<file path="src/rtl/flagPkg.sv">
package flagPkg;

  localparam int flagCount = 7;

  // Positions in the flags vector
  localparam int flagOv = 0;
  localparam int flagCry0 = 1;
  localparam int flagCry1 = 2;
  localparam int flagFov = 3;
  localparam int flagFxu = 4;
  localparam int flagDivChk = 5;
  localparam int flagFpd = 6;

  // AR bits that flags load from, bit 0 is the MSB
  localparam int arOvBit = 0;
  localparam int arCry0Bit = 1;
  localparam int arCry1Bit = 2;
  localparam int arFovBit = 3;
  localparam int arFpdBit = 4;
  localparam int arFxuBit = 11;
  localparam int arDivChkBit = 12;

  // Magic field bits used by flag control
  localparam int magicLoadFlags = 4;
  localparam int magicPcfOv = 0;
  localparam int magicPcfFpd = 2;
  localparam int magicPcfFxu = 5;
  localparam int magicPcfDivChk = 6;

endpackage

</file>
<file path="src/rtl/scadPkg.sv">
package scadPkg;

  // Datapath widths
  localparam int scadWidth = 10;
  localparam int sliceWidth = 2;
  localparam int sliceCount = scadWidth / sliceWidth;
  localparam int arWidth = 36;
  localparam int magicWidth = 9;

  // Microcode field widths
  localparam int funcWidth = 3;
  localparam int scadaSelWidth = 3;
  localparam int scadbSelWidth = 2;
  localparam int scmSelWidth = 2;

  // SCAD function codes
  localparam logic [funcWidth-1:0] funcA = 3'd0;
  localparam logic [funcWidth-1:0] funcAMinusBMinus1 = 3'd1;
  localparam logic [funcWidth-1:0] funcAPlusB = 3'd2;
  localparam logic [funcWidth-1:0] funcAMinus1 = 3'd3;
  localparam logic [funcWidth-1:0] funcAPlus1 = 3'd4;
  localparam logic [funcWidth-1:0] funcAMinusB = 3'd5;
  localparam logic [funcWidth-1:0] funcOr = 3'd6;
  localparam logic [funcWidth-1:0] funcAnd = 3'd7;

  // A select, low two bits; the top bit of scadaSel forces A to zero
  localparam logic [1:0] scadaFe = 2'd0;
  localparam logic [1:0] scadaArPos = 2'd1;
  localparam logic [1:0] scadaArExp = 2'd2;
  localparam logic [1:0] scadaMagic = 2'd3;

  // B select
  localparam logic [scadbSelWidth-1:0] scadbSc = 2'd0;
  localparam logic [scadbSelWidth-1:0] scadbArSize = 2'd1;
  localparam logic [scadbSelWidth-1:0] scadbArExp = 2'd2;
  localparam logic [scadbSelWidth-1:0] scadbMagic = 2'd3;

  // SC source select
  localparam logic [scmSelWidth-1:0] scmHold = 2'd0;
  localparam logic [scmSelWidth-1:0] scmFe = 2'd1;
  localparam logic [scmSelWidth-1:0] scmScad = 2'd2;
  localparam logic [scmSelWidth-1:0] scmAr = 2'd3;

  localparam int scThreshold36 = 36;

endpackage
</file>
<file path="src/rtl/scdTop.sv">
`timescale 1ns/100ps

module scdTop import scadPkg::*, flagPkg::*; (
  input  logic                     clk,
  input  logic                     rstN,
  input  logic [funcWidth-1:0]     scadFunc,
  input  logic [scadaSelWidth-1:0] scadaSel,
  input  logic [scadbSelWidth-1:0] scadbSel,
  input  logic [0:magicWidth-1]    magic,
  input  logic [0:arWidth-1]       ar,
  input  logic                     feLoad,
  input  logic [scmSelWidth-1:0]   scmSel,
  input  logic                     flagCtl,
  input  logic                     setAdFlags,
  input  logic                     expTest,
  input  logic                     pcfMagic,
  input  logic                     clrFpd,
  input  logic                     piCycle,
  input  logic                     adOverflow,
  input  logic                     adCry0,
  input  logic                     adCry1,
  output logic [0:scadWidth-1]     scad,
  output logic                     scadZero,
  output logic                     scadSign,
  output logic [0:scadWidth-1]     fe,
  output logic [0:scadWidth-1]     sc,
  output logic                     scGe36,
  output logic                     sc36To63,
  output logic [flagCount-1:0]     flags
);

  logic [0:scadWidth-1] scada;
  logic [0:scadWidth-1] addend;
  // Ripple chain, carry[0] from the selector, top carry-out unused
  logic [sliceCount:0]  carry;

  scadOperandSelect i_operandSelect (
    .scadFunc(scadFunc),
    .scadaSel(scadaSel),
    .scadbSel(scadbSel),
    .magic(magic),
    .ar(ar),
    .fe(fe),
    .sc(sc),
    .scada(scada),
    .scadb(),
    .addend(addend),
    .carryIn(carry[0])
  );

  // Slice 0 holds the least significant bits, SCAD[8:9]
  for (genvar k = 0; k < sliceCount; k++) begin : g_slice
    scadSlice i_slice (
      .a(scada[scadWidth-sliceWidth*(k+1) +: sliceWidth]),
      .addend(addend[scadWidth-sliceWidth*(k+1) +: sliceWidth]),
      .func(scadFunc),
      .cin(carry[k]),
      .f(scad[scadWidth-sliceWidth*(k+1) +: sliceWidth]),
      .cout(carry[k+1])
    );
  end

  shiftCountRegs i_shiftCountRegs (
    .clk(clk),
    .rstN(rstN),
    .scad(scad),
    .ar(ar),
    .feLoad(feLoad),
    .scmSel(scmSel),
    .fe(fe),
    .sc(sc),
    .scadZero(scadZero),
    .scadSign(scadSign),
    .scGe36(scGe36),
    .sc36To63(sc36To63)
  );

  pcFlags #(.arBits(arWidth), .magicBits(magicWidth)) i_pcFlags (
    .clk(clk),
    .rstN(rstN),
    .magic(magic),
    .ar(ar),
    .flagCtl(flagCtl),
    .setAdFlags(setAdFlags),
    .expTest(expTest),
    .pcfMagic(pcfMagic),
    .clrFpd(clrFpd),
    .piCycle(piCycle),
    .adOverflow(adOverflow),
    .adCry0(adCry0),
    .adCry1(adCry1),
    .scadHigh(scad[0:1]),
    .flags(flags)
  );

endmodule

</file>
<file path="src/rtl/pcFlags.sv">
`timescale 1ns/100ps

module pcFlags import flagPkg::*; #(
  parameter int arBits = 36,
  parameter int magicBits = 9
) (
  input  logic                 clk,
  input  logic                 rstN,
  input  logic [0:magicBits-1] magic,
  input  logic [0:arBits-1]    ar,
  input  logic                 flagCtl,
  input  logic                 setAdFlags,
  input  logic                 expTest,
  input  logic                 pcfMagic,
  input  logic                 clrFpd,
  input  logic                 piCycle,
  input  logic                 adOverflow,
  input  logic                 adCry0,
  input  logic                 adCry1,
  input  logic [0:1]           scadHigh,
  output logic [flagCount-1:0] flags
);

  logic loadFlags;
  logic setAd;
  logic setExp;
  logic setPcf;
  logic [flagCount-1:0] arFlags;
  logic [flagCount-1:0] setTerms;
  logic [flagCount-1:0] flagsNext;

  assign loadFlags = flagCtl & magic[magicLoadFlags];

  // No flag is set during a PI cycle
  assign setAd = setAdFlags & ~piCycle;
  assign setExp = expTest & ~piCycle;
  assign setPcf = pcfMagic & ~piCycle;

  always_comb begin
    arFlags = '0;
    arFlags[flagOv] = ar[arOvBit];
    arFlags[flagCry0] = ar[arCry0Bit];
    arFlags[flagCry1] = ar[arCry1Bit];
    arFlags[flagFov] = ar[arFovBit];
    arFlags[flagFxu] = ar[arFxuBit];
    arFlags[flagDivChk] = ar[arDivChkBit];
    arFlags[flagFpd] = ar[arFpdBit];
  end

  always_comb begin
    setTerms = '0;
    setTerms[flagOv] = setAd & adOverflow | setExp & scadHigh[1] | setPcf & magic[magicPcfOv];
    setTerms[flagFov] = setTerms[flagOv];
    setTerms[flagCry0] = setAd & adCry0;
    setTerms[flagCry1] = setAd & adCry1;
    setTerms[flagFxu] = setExp & scadHigh[0] | setPcf & magic[magicPcfFxu];
    setTerms[flagDivChk] = setPcf & magic[magicPcfDivChk];
    setTerms[flagFpd] = setPcf & magic[magicPcfFpd];
  end

  always_comb begin
    if (loadFlags) begin
      flagsNext = arFlags;
    end else begin
      flagsNext = flags | setTerms;
      // A set in the same cycle wins over the clear
      flagsNext[flagFpd] = setTerms[flagFpd] | (flags[flagFpd] & ~clrFpd);
    end
  end

  always_ff @(posedge clk or negedge rstN) begin
    if (!rstN) begin
      flags <= '0;
    end else begin
      flags <= flagsNext;
    end
  end

endmodule

</file>
<file path="src/rtl/shiftCountRegs.sv">
`timescale 1ns/100ps

module shiftCountRegs import scadPkg::*; (
  input  logic                   clk,
  input  logic                   rstN,
  input  logic [0:scadWidth-1]   scad,
  input  logic [0:arWidth-1]     ar,
  input  logic                   feLoad,
  input  logic [scmSelWidth-1:0] scmSel,
  output logic [0:scadWidth-1]   fe,
  output logic [0:scadWidth-1]   sc,
  output logic                   scadZero,
  output logic                   scadSign,
  output logic                   scGe36,
  output logic                   sc36To63
);

  logic [0:scadWidth-1] scm;

  // SCM source selector for the step counter
  always_comb begin
    case (scmSel)
      scmHold: scm = sc;
      scmFe:   scm = fe;
      scmScad: scm = scad;
      scmAr:   scm = {1'b0, ar[18], ar[28:35]};
      default: scm = sc;
    endcase
  end

  always_ff @(posedge clk or negedge rstN) begin
    if (!rstN) begin
      fe <= '0;
    end else if (feLoad) begin
      fe <= scad;
    end
  end

  always_ff @(posedge clk or negedge rstN) begin
    if (!rstN) begin
      sc <= '0;
    end else begin
      sc <= scm;
    end
  end

  assign scadZero = (scad == '0);
  assign scadSign = scad[0];

  // Range decodes from the registered count
  assign scGe36 = |sc[0:3];
  assign sc36To63 = sc[4] & |sc[5:7];

endmodule

</file>
<file path="src/rtl/scadSlice.sv">
`timescale 1ns/100ps

module scadSlice import scadPkg::*; (
  input  logic [sliceWidth-1:0] a,
  input  logic [sliceWidth-1:0] addend,
  input  logic [funcWidth-1:0]  func,
  input  logic                  cin,
  output logic [sliceWidth-1:0] f,
  output logic                  cout
);

  logic [sliceWidth:0] sum;

  assign sum = {1'b0, a} + {1'b0, addend} + {{sliceWidth{1'b0}}, cin};

  always_comb begin
    case (func)
      funcOr: begin
        f = a | addend;
        cout = 1'b0;
      end
      funcAnd: begin
        f = a & addend;
        cout = 1'b0;
      end
      default: begin
        // Arithmetic functions differ only in addend and carry-in
        f = sum[sliceWidth-1:0];
        cout = sum[sliceWidth];
      end
    endcase
  end

endmodule

</file>
<file path="src/rtl/scadOperandSelect.sv">
`timescale 1ns/100ps

module scadOperandSelect import scadPkg::*; (
  input  logic [funcWidth-1:0]     scadFunc,
  input  logic [scadaSelWidth-1:0] scadaSel,
  input  logic [scadbSelWidth-1:0] scadbSel,
  input  logic [0:magicWidth-1]    magic,
  input  logic [0:arWidth-1]       ar,
  input  logic [0:scadWidth-1]     fe,
  input  logic [0:scadWidth-1]     sc,
  output logic [0:scadWidth-1]     scada,
  output logic [0:scadWidth-1]     scadb,
  output logic [0:scadWidth-1]     addend,
  output logic                     carryIn
);

  logic [0:scadWidth-1] magicExt;
  logic [0:7] arExp;

  // Magic number sign-extended from bit 0
  assign magicExt = {magic[0], magic};

  // Exponent magnitude, ones-complemented for negative AR
  assign arExp = ar[1:8] ^ {8{ar[0]}};

  always_comb begin
    scada = '0;
    if (!scadaSel[scadaSelWidth-1]) begin
      case (scadaSel[1:0])
        scadaFe:    scada = fe;
        scadaArPos: scada = {4'b0, ar[0:5]};
        scadaArExp: scada = {2'b0, arExp};
        scadaMagic: scada = magicExt;
        default:    scada = '0;
      endcase
    end
  end

  always_comb begin
    case (scadbSel)
      scadbSc:     scadb = sc;
      scadbArSize: scadb = {4'b0, ar[6:11]};
      scadbArExp:  scadb = {ar[0], ar[0:8]};
      scadbMagic:  scadb = magicExt;
      default:     scadb = sc;
    endcase
  end

  // Slice addend, and the single carry-in decode for the ripple chain
  always_comb begin
    case (scadFunc)
      funcA:             addend = '0;
      funcAMinusBMinus1: addend = ~scadb;
      funcAPlusB:        addend = scadb;
      funcAMinus1:       addend = '1;
      funcAPlus1:        addend = '0;
      funcAMinusB:       addend = ~scadb;
      default:           addend = scadb;
    endcase
  end

  assign carryIn = (scadFunc == funcAPlus1) || (scadFunc == funcAMinusB);

endmodule

</file>
<file path="config.mk">
export PLATFORM = sky130hd
export DESIGN_NAME = scdTop
export DESIGN_NICKNAME = d
export VERILOG_FILES = /design/src/rtl/flagPkg.sv /design/src/rtl/scadPkg.sv /design/src/rtl/scdTop.sv /design/src/rtl/pcFlags.sv /design/src/rtl/shiftCountRegs.sv /design/src/rtl/scadSlice.sv /design/src/rtl/scadOperandSelect.sv
export SDC_FILE = /design/constraint.sdc
export NUM_CORES = 1
export LEC_CHECK = 0
export CORE_MARGIN = 1
export CORE_UTILIZATION = 53
export CTS_BUF_LIST = sky130_fd_sc_hd__clkbuf_8
export CTS_CLUSTER_DIAMETER = 150
export CTS_CLUSTER_SIZE = 25
export DETAILED_ROUTE_END_ITERATION = 8
export DONT_BUFFER_PORTS = 1
export PLACE_DENSITY = 0.75
export RECOVER_POWER = 100
export SLEW_MARGIN = 40
export SYNTH_ARGS = -nofsm -noshare
export SYNTH_HDL_FRONTEND = slang
export SYNTH_HIERARCHICAL = 1
export SYNTH_SLANG_ARGS = --single-unit
</file>
<file path="constraint.sdc">
create_clock -name clk -period 16.1 [get_ports clk]
set_clock_uncertainty 0.2 [all_clocks]
set_input_delay 3.22 -clock clk [delete_from_list [all_inputs] [get_ports clk]]
set_output_delay 3.22 -clock clk [all_outputs]
set_load 0.005 [all_outputs]
</file>
==> metrics <==
status=complete, no violations; CP Capture Type=output port; fmax=75.54 MHz; Clock Path Buffers=2; Critical Path Fanout Max=13; Tot GR Track Use=0.2525; Pwr per Cell Area=84.09 nW/um^2; Vias per Instance=6.552; Avg Cell Area, Syn=10.71 um^2; ant diodes=0; Final period util=0.8222; P_leak=1.213 nW; Worst Max-Slew Pin Slew=686.3 ps; Setup violations, final=0; FF-to-FF setup slack=9220 ps; Worst-path clk slew=90 ps; capturing point of the worst reg2reg path=i_pcFlags/flags[4]; row count=26; RD Place Congestion=0.8049; reg2reg path depth=23; maximum number of pins on one net before global-route repair=37; Die H=75.17 um; CTS Root Cell=clkbuf_8; Post-Syn Instances=265; # hold bufs at CTS=0; clk sinks=27; die width=75.17 um; Hold Path Class=reg -> reg; initial DRC count=145; post-route minimum period=13,240 ps; # IOs=108; drt wl/cell=21.77 um; Post-Syn Nets=362; Resize count post-CTS=0; drt total wl=7096 um; Area growth, synth to finish=0.4408%; IO Port Bufs=0; TritonRoute pass-1 iters=4; Setup CP Type=in -> out; Core Box Area=5140 um^2; Yosys Warn Count=6; first-pass GRT wire length=10,340 um; post-layout util=0.5545; Final Hold Fails=0; Post-Synthesis Cell Area=2838 um^2; critical path endpoint=scadZero; Nets=354; post-CTS setup buffer count=0; r2r startpoint=i_shiftCountRegs/sc[9]; Worst setup SP type=primary input; CTS tree=done; Starting Density=0.5521; share of layout cells above drive strength 1=0.1211; peak supply drop=0.00006577 V; Slew HR=0.5383; RSZ-0062 raised after global routing=false; CTS Buf Count=3; HPWL Detailed=5350 um; Slew Viols, Final=0; global route total overflow=0; max_cap viols=0; Sum Neg Setup Slack=0 ps; WP data required=12,680 ps; vias in the first global route=2,053; insertion delay to the later sink of the worst-skew pair=270 ps; ANT nets after route=0; detailed-route via count=2,136; DRC=0; Worst Path Arrival=9820 ps; initial antenna violation count=0; critical path startpoint=scadbSel[0]; die area=5651 um^2; total power draw=239.7 uW; # H-tree levels=1
-- registers in the layout, summed over array words and instances, names as in the netlist --
name                 count
i_shiftCountRegs/sc     10
i_shiftCountRegs/fe     10
i_pcFlags/flags          7
-- layout make-up --
type                    instances  area, um^2
fillers                       457        2290
inverters                      22       82.58
well taps                      70       87.58
flip-flops and latches         27       675.6
clock buffers                   3       41.29
multi-input cells             203        1959
clock inverters                 1       3.754
-- metal layers --
layer	vias up	routed length, um	track usage
met4	0	99	0.07407
met5	-	0	0
met3	8	550	0.06827
met1	1091	2875	0.3069
li1	955	-	-
met2	82	3570	0.4404
-- how the worst min path moves through the flow --
stage,from,to,slack [ps],cells past startpoint
2_1_floorplan,i_shiftCountRegs/fe[4],i_shiftCountRegs/fe[4],310,1
3_3_place_gp,i_shiftCountRegs/fe[2],i_shiftCountRegs/fe[2],350,1
3_5_place_dp,i_shiftCountRegs/fe[2],i_shiftCountRegs/fe[2],360,1
4_1_cts,i_shiftCountRegs/fe[2],i_shiftCountRegs/fe[2],380,1
5_1_grt,i_shiftCountRegs/fe[5],i_shiftCountRegs/fe[5],420,1
6_report,i_shiftCountRegs/fe[2],i_shiftCountRegs/fe[2],370,1
-- worst max-delay path: stages --
cell and delay [ps]:
mux4_1 540, mux2_1 380, fa_1 420, fa_1 360
a21boi_0 150, fa_1 400, fa_1 360, a21boi_0 140
fa_1 390, fa_1 360, a21boi_0 150, fa_1 390
fa_1 360, a21boi_0 130, inv_1 70, fa_1 150
inv_1 50, fa_1 410, a21boi_0 130, a41o_1 340
or4_4 510, nor4_1 420
-- report_power, final --
group	leakage, nW	switching [mW]	internal [mW]
sequential	0.313	0.0227	0.0853
clock	0.0269	0.0215	0.0171
combinational	0.873	0.0433	0.0498
-- layout by cell type (no fill, tap or decap), types with 3 or more instances in the layout --
| cell type | n |
|---|---|
| inv_1 | 23 |
| a211oi_1 | 5 |
| o21ai_0 | 6 |
| a41o_1 | 6 |
| a41oi_1 | 4 |
| mux4_2 | 10 |
| mux2_2 | 12 |
| nand3_1 | 7 |
| fa_1 | 10 |
| mux4_1 | 5 |
| nor2_1 | 9 |
| nand2_1 | 7 |
| xor2_1 | 5 |
| o22ai_1 | 5 |
| nor2b_1 | 4 |
| clkbuf_8 | 3 |
| mux2_1 | 7 |
| mux2i_1 | 10 |
| a21oi_1 | 19 |
| or2_1 | 4 |
| a21boi_0 | 9 |
| nand2b_1 | 15 |
| dfrtp_1 | 27 |
| ha_1 | 20 |
-- stage by stage --
stage / instance area (um^2) / setup WS, ps / cells / hold WS (ps)
CTS: 2889 / 2974 / 326 / 378.6
global placement: 2844 / 2988 / 322 / 347.5
floorplan: 2838 / 3378 / 265 / 314.4
detailed placement: 2844 / 2988 / 322 / 356.7
global route: 2850 / 2593 / 326 / 415.1
finish: 2850 / 2862 / 326 / 374.8
No activity file was read; power rests on OpenSTA's default activity.
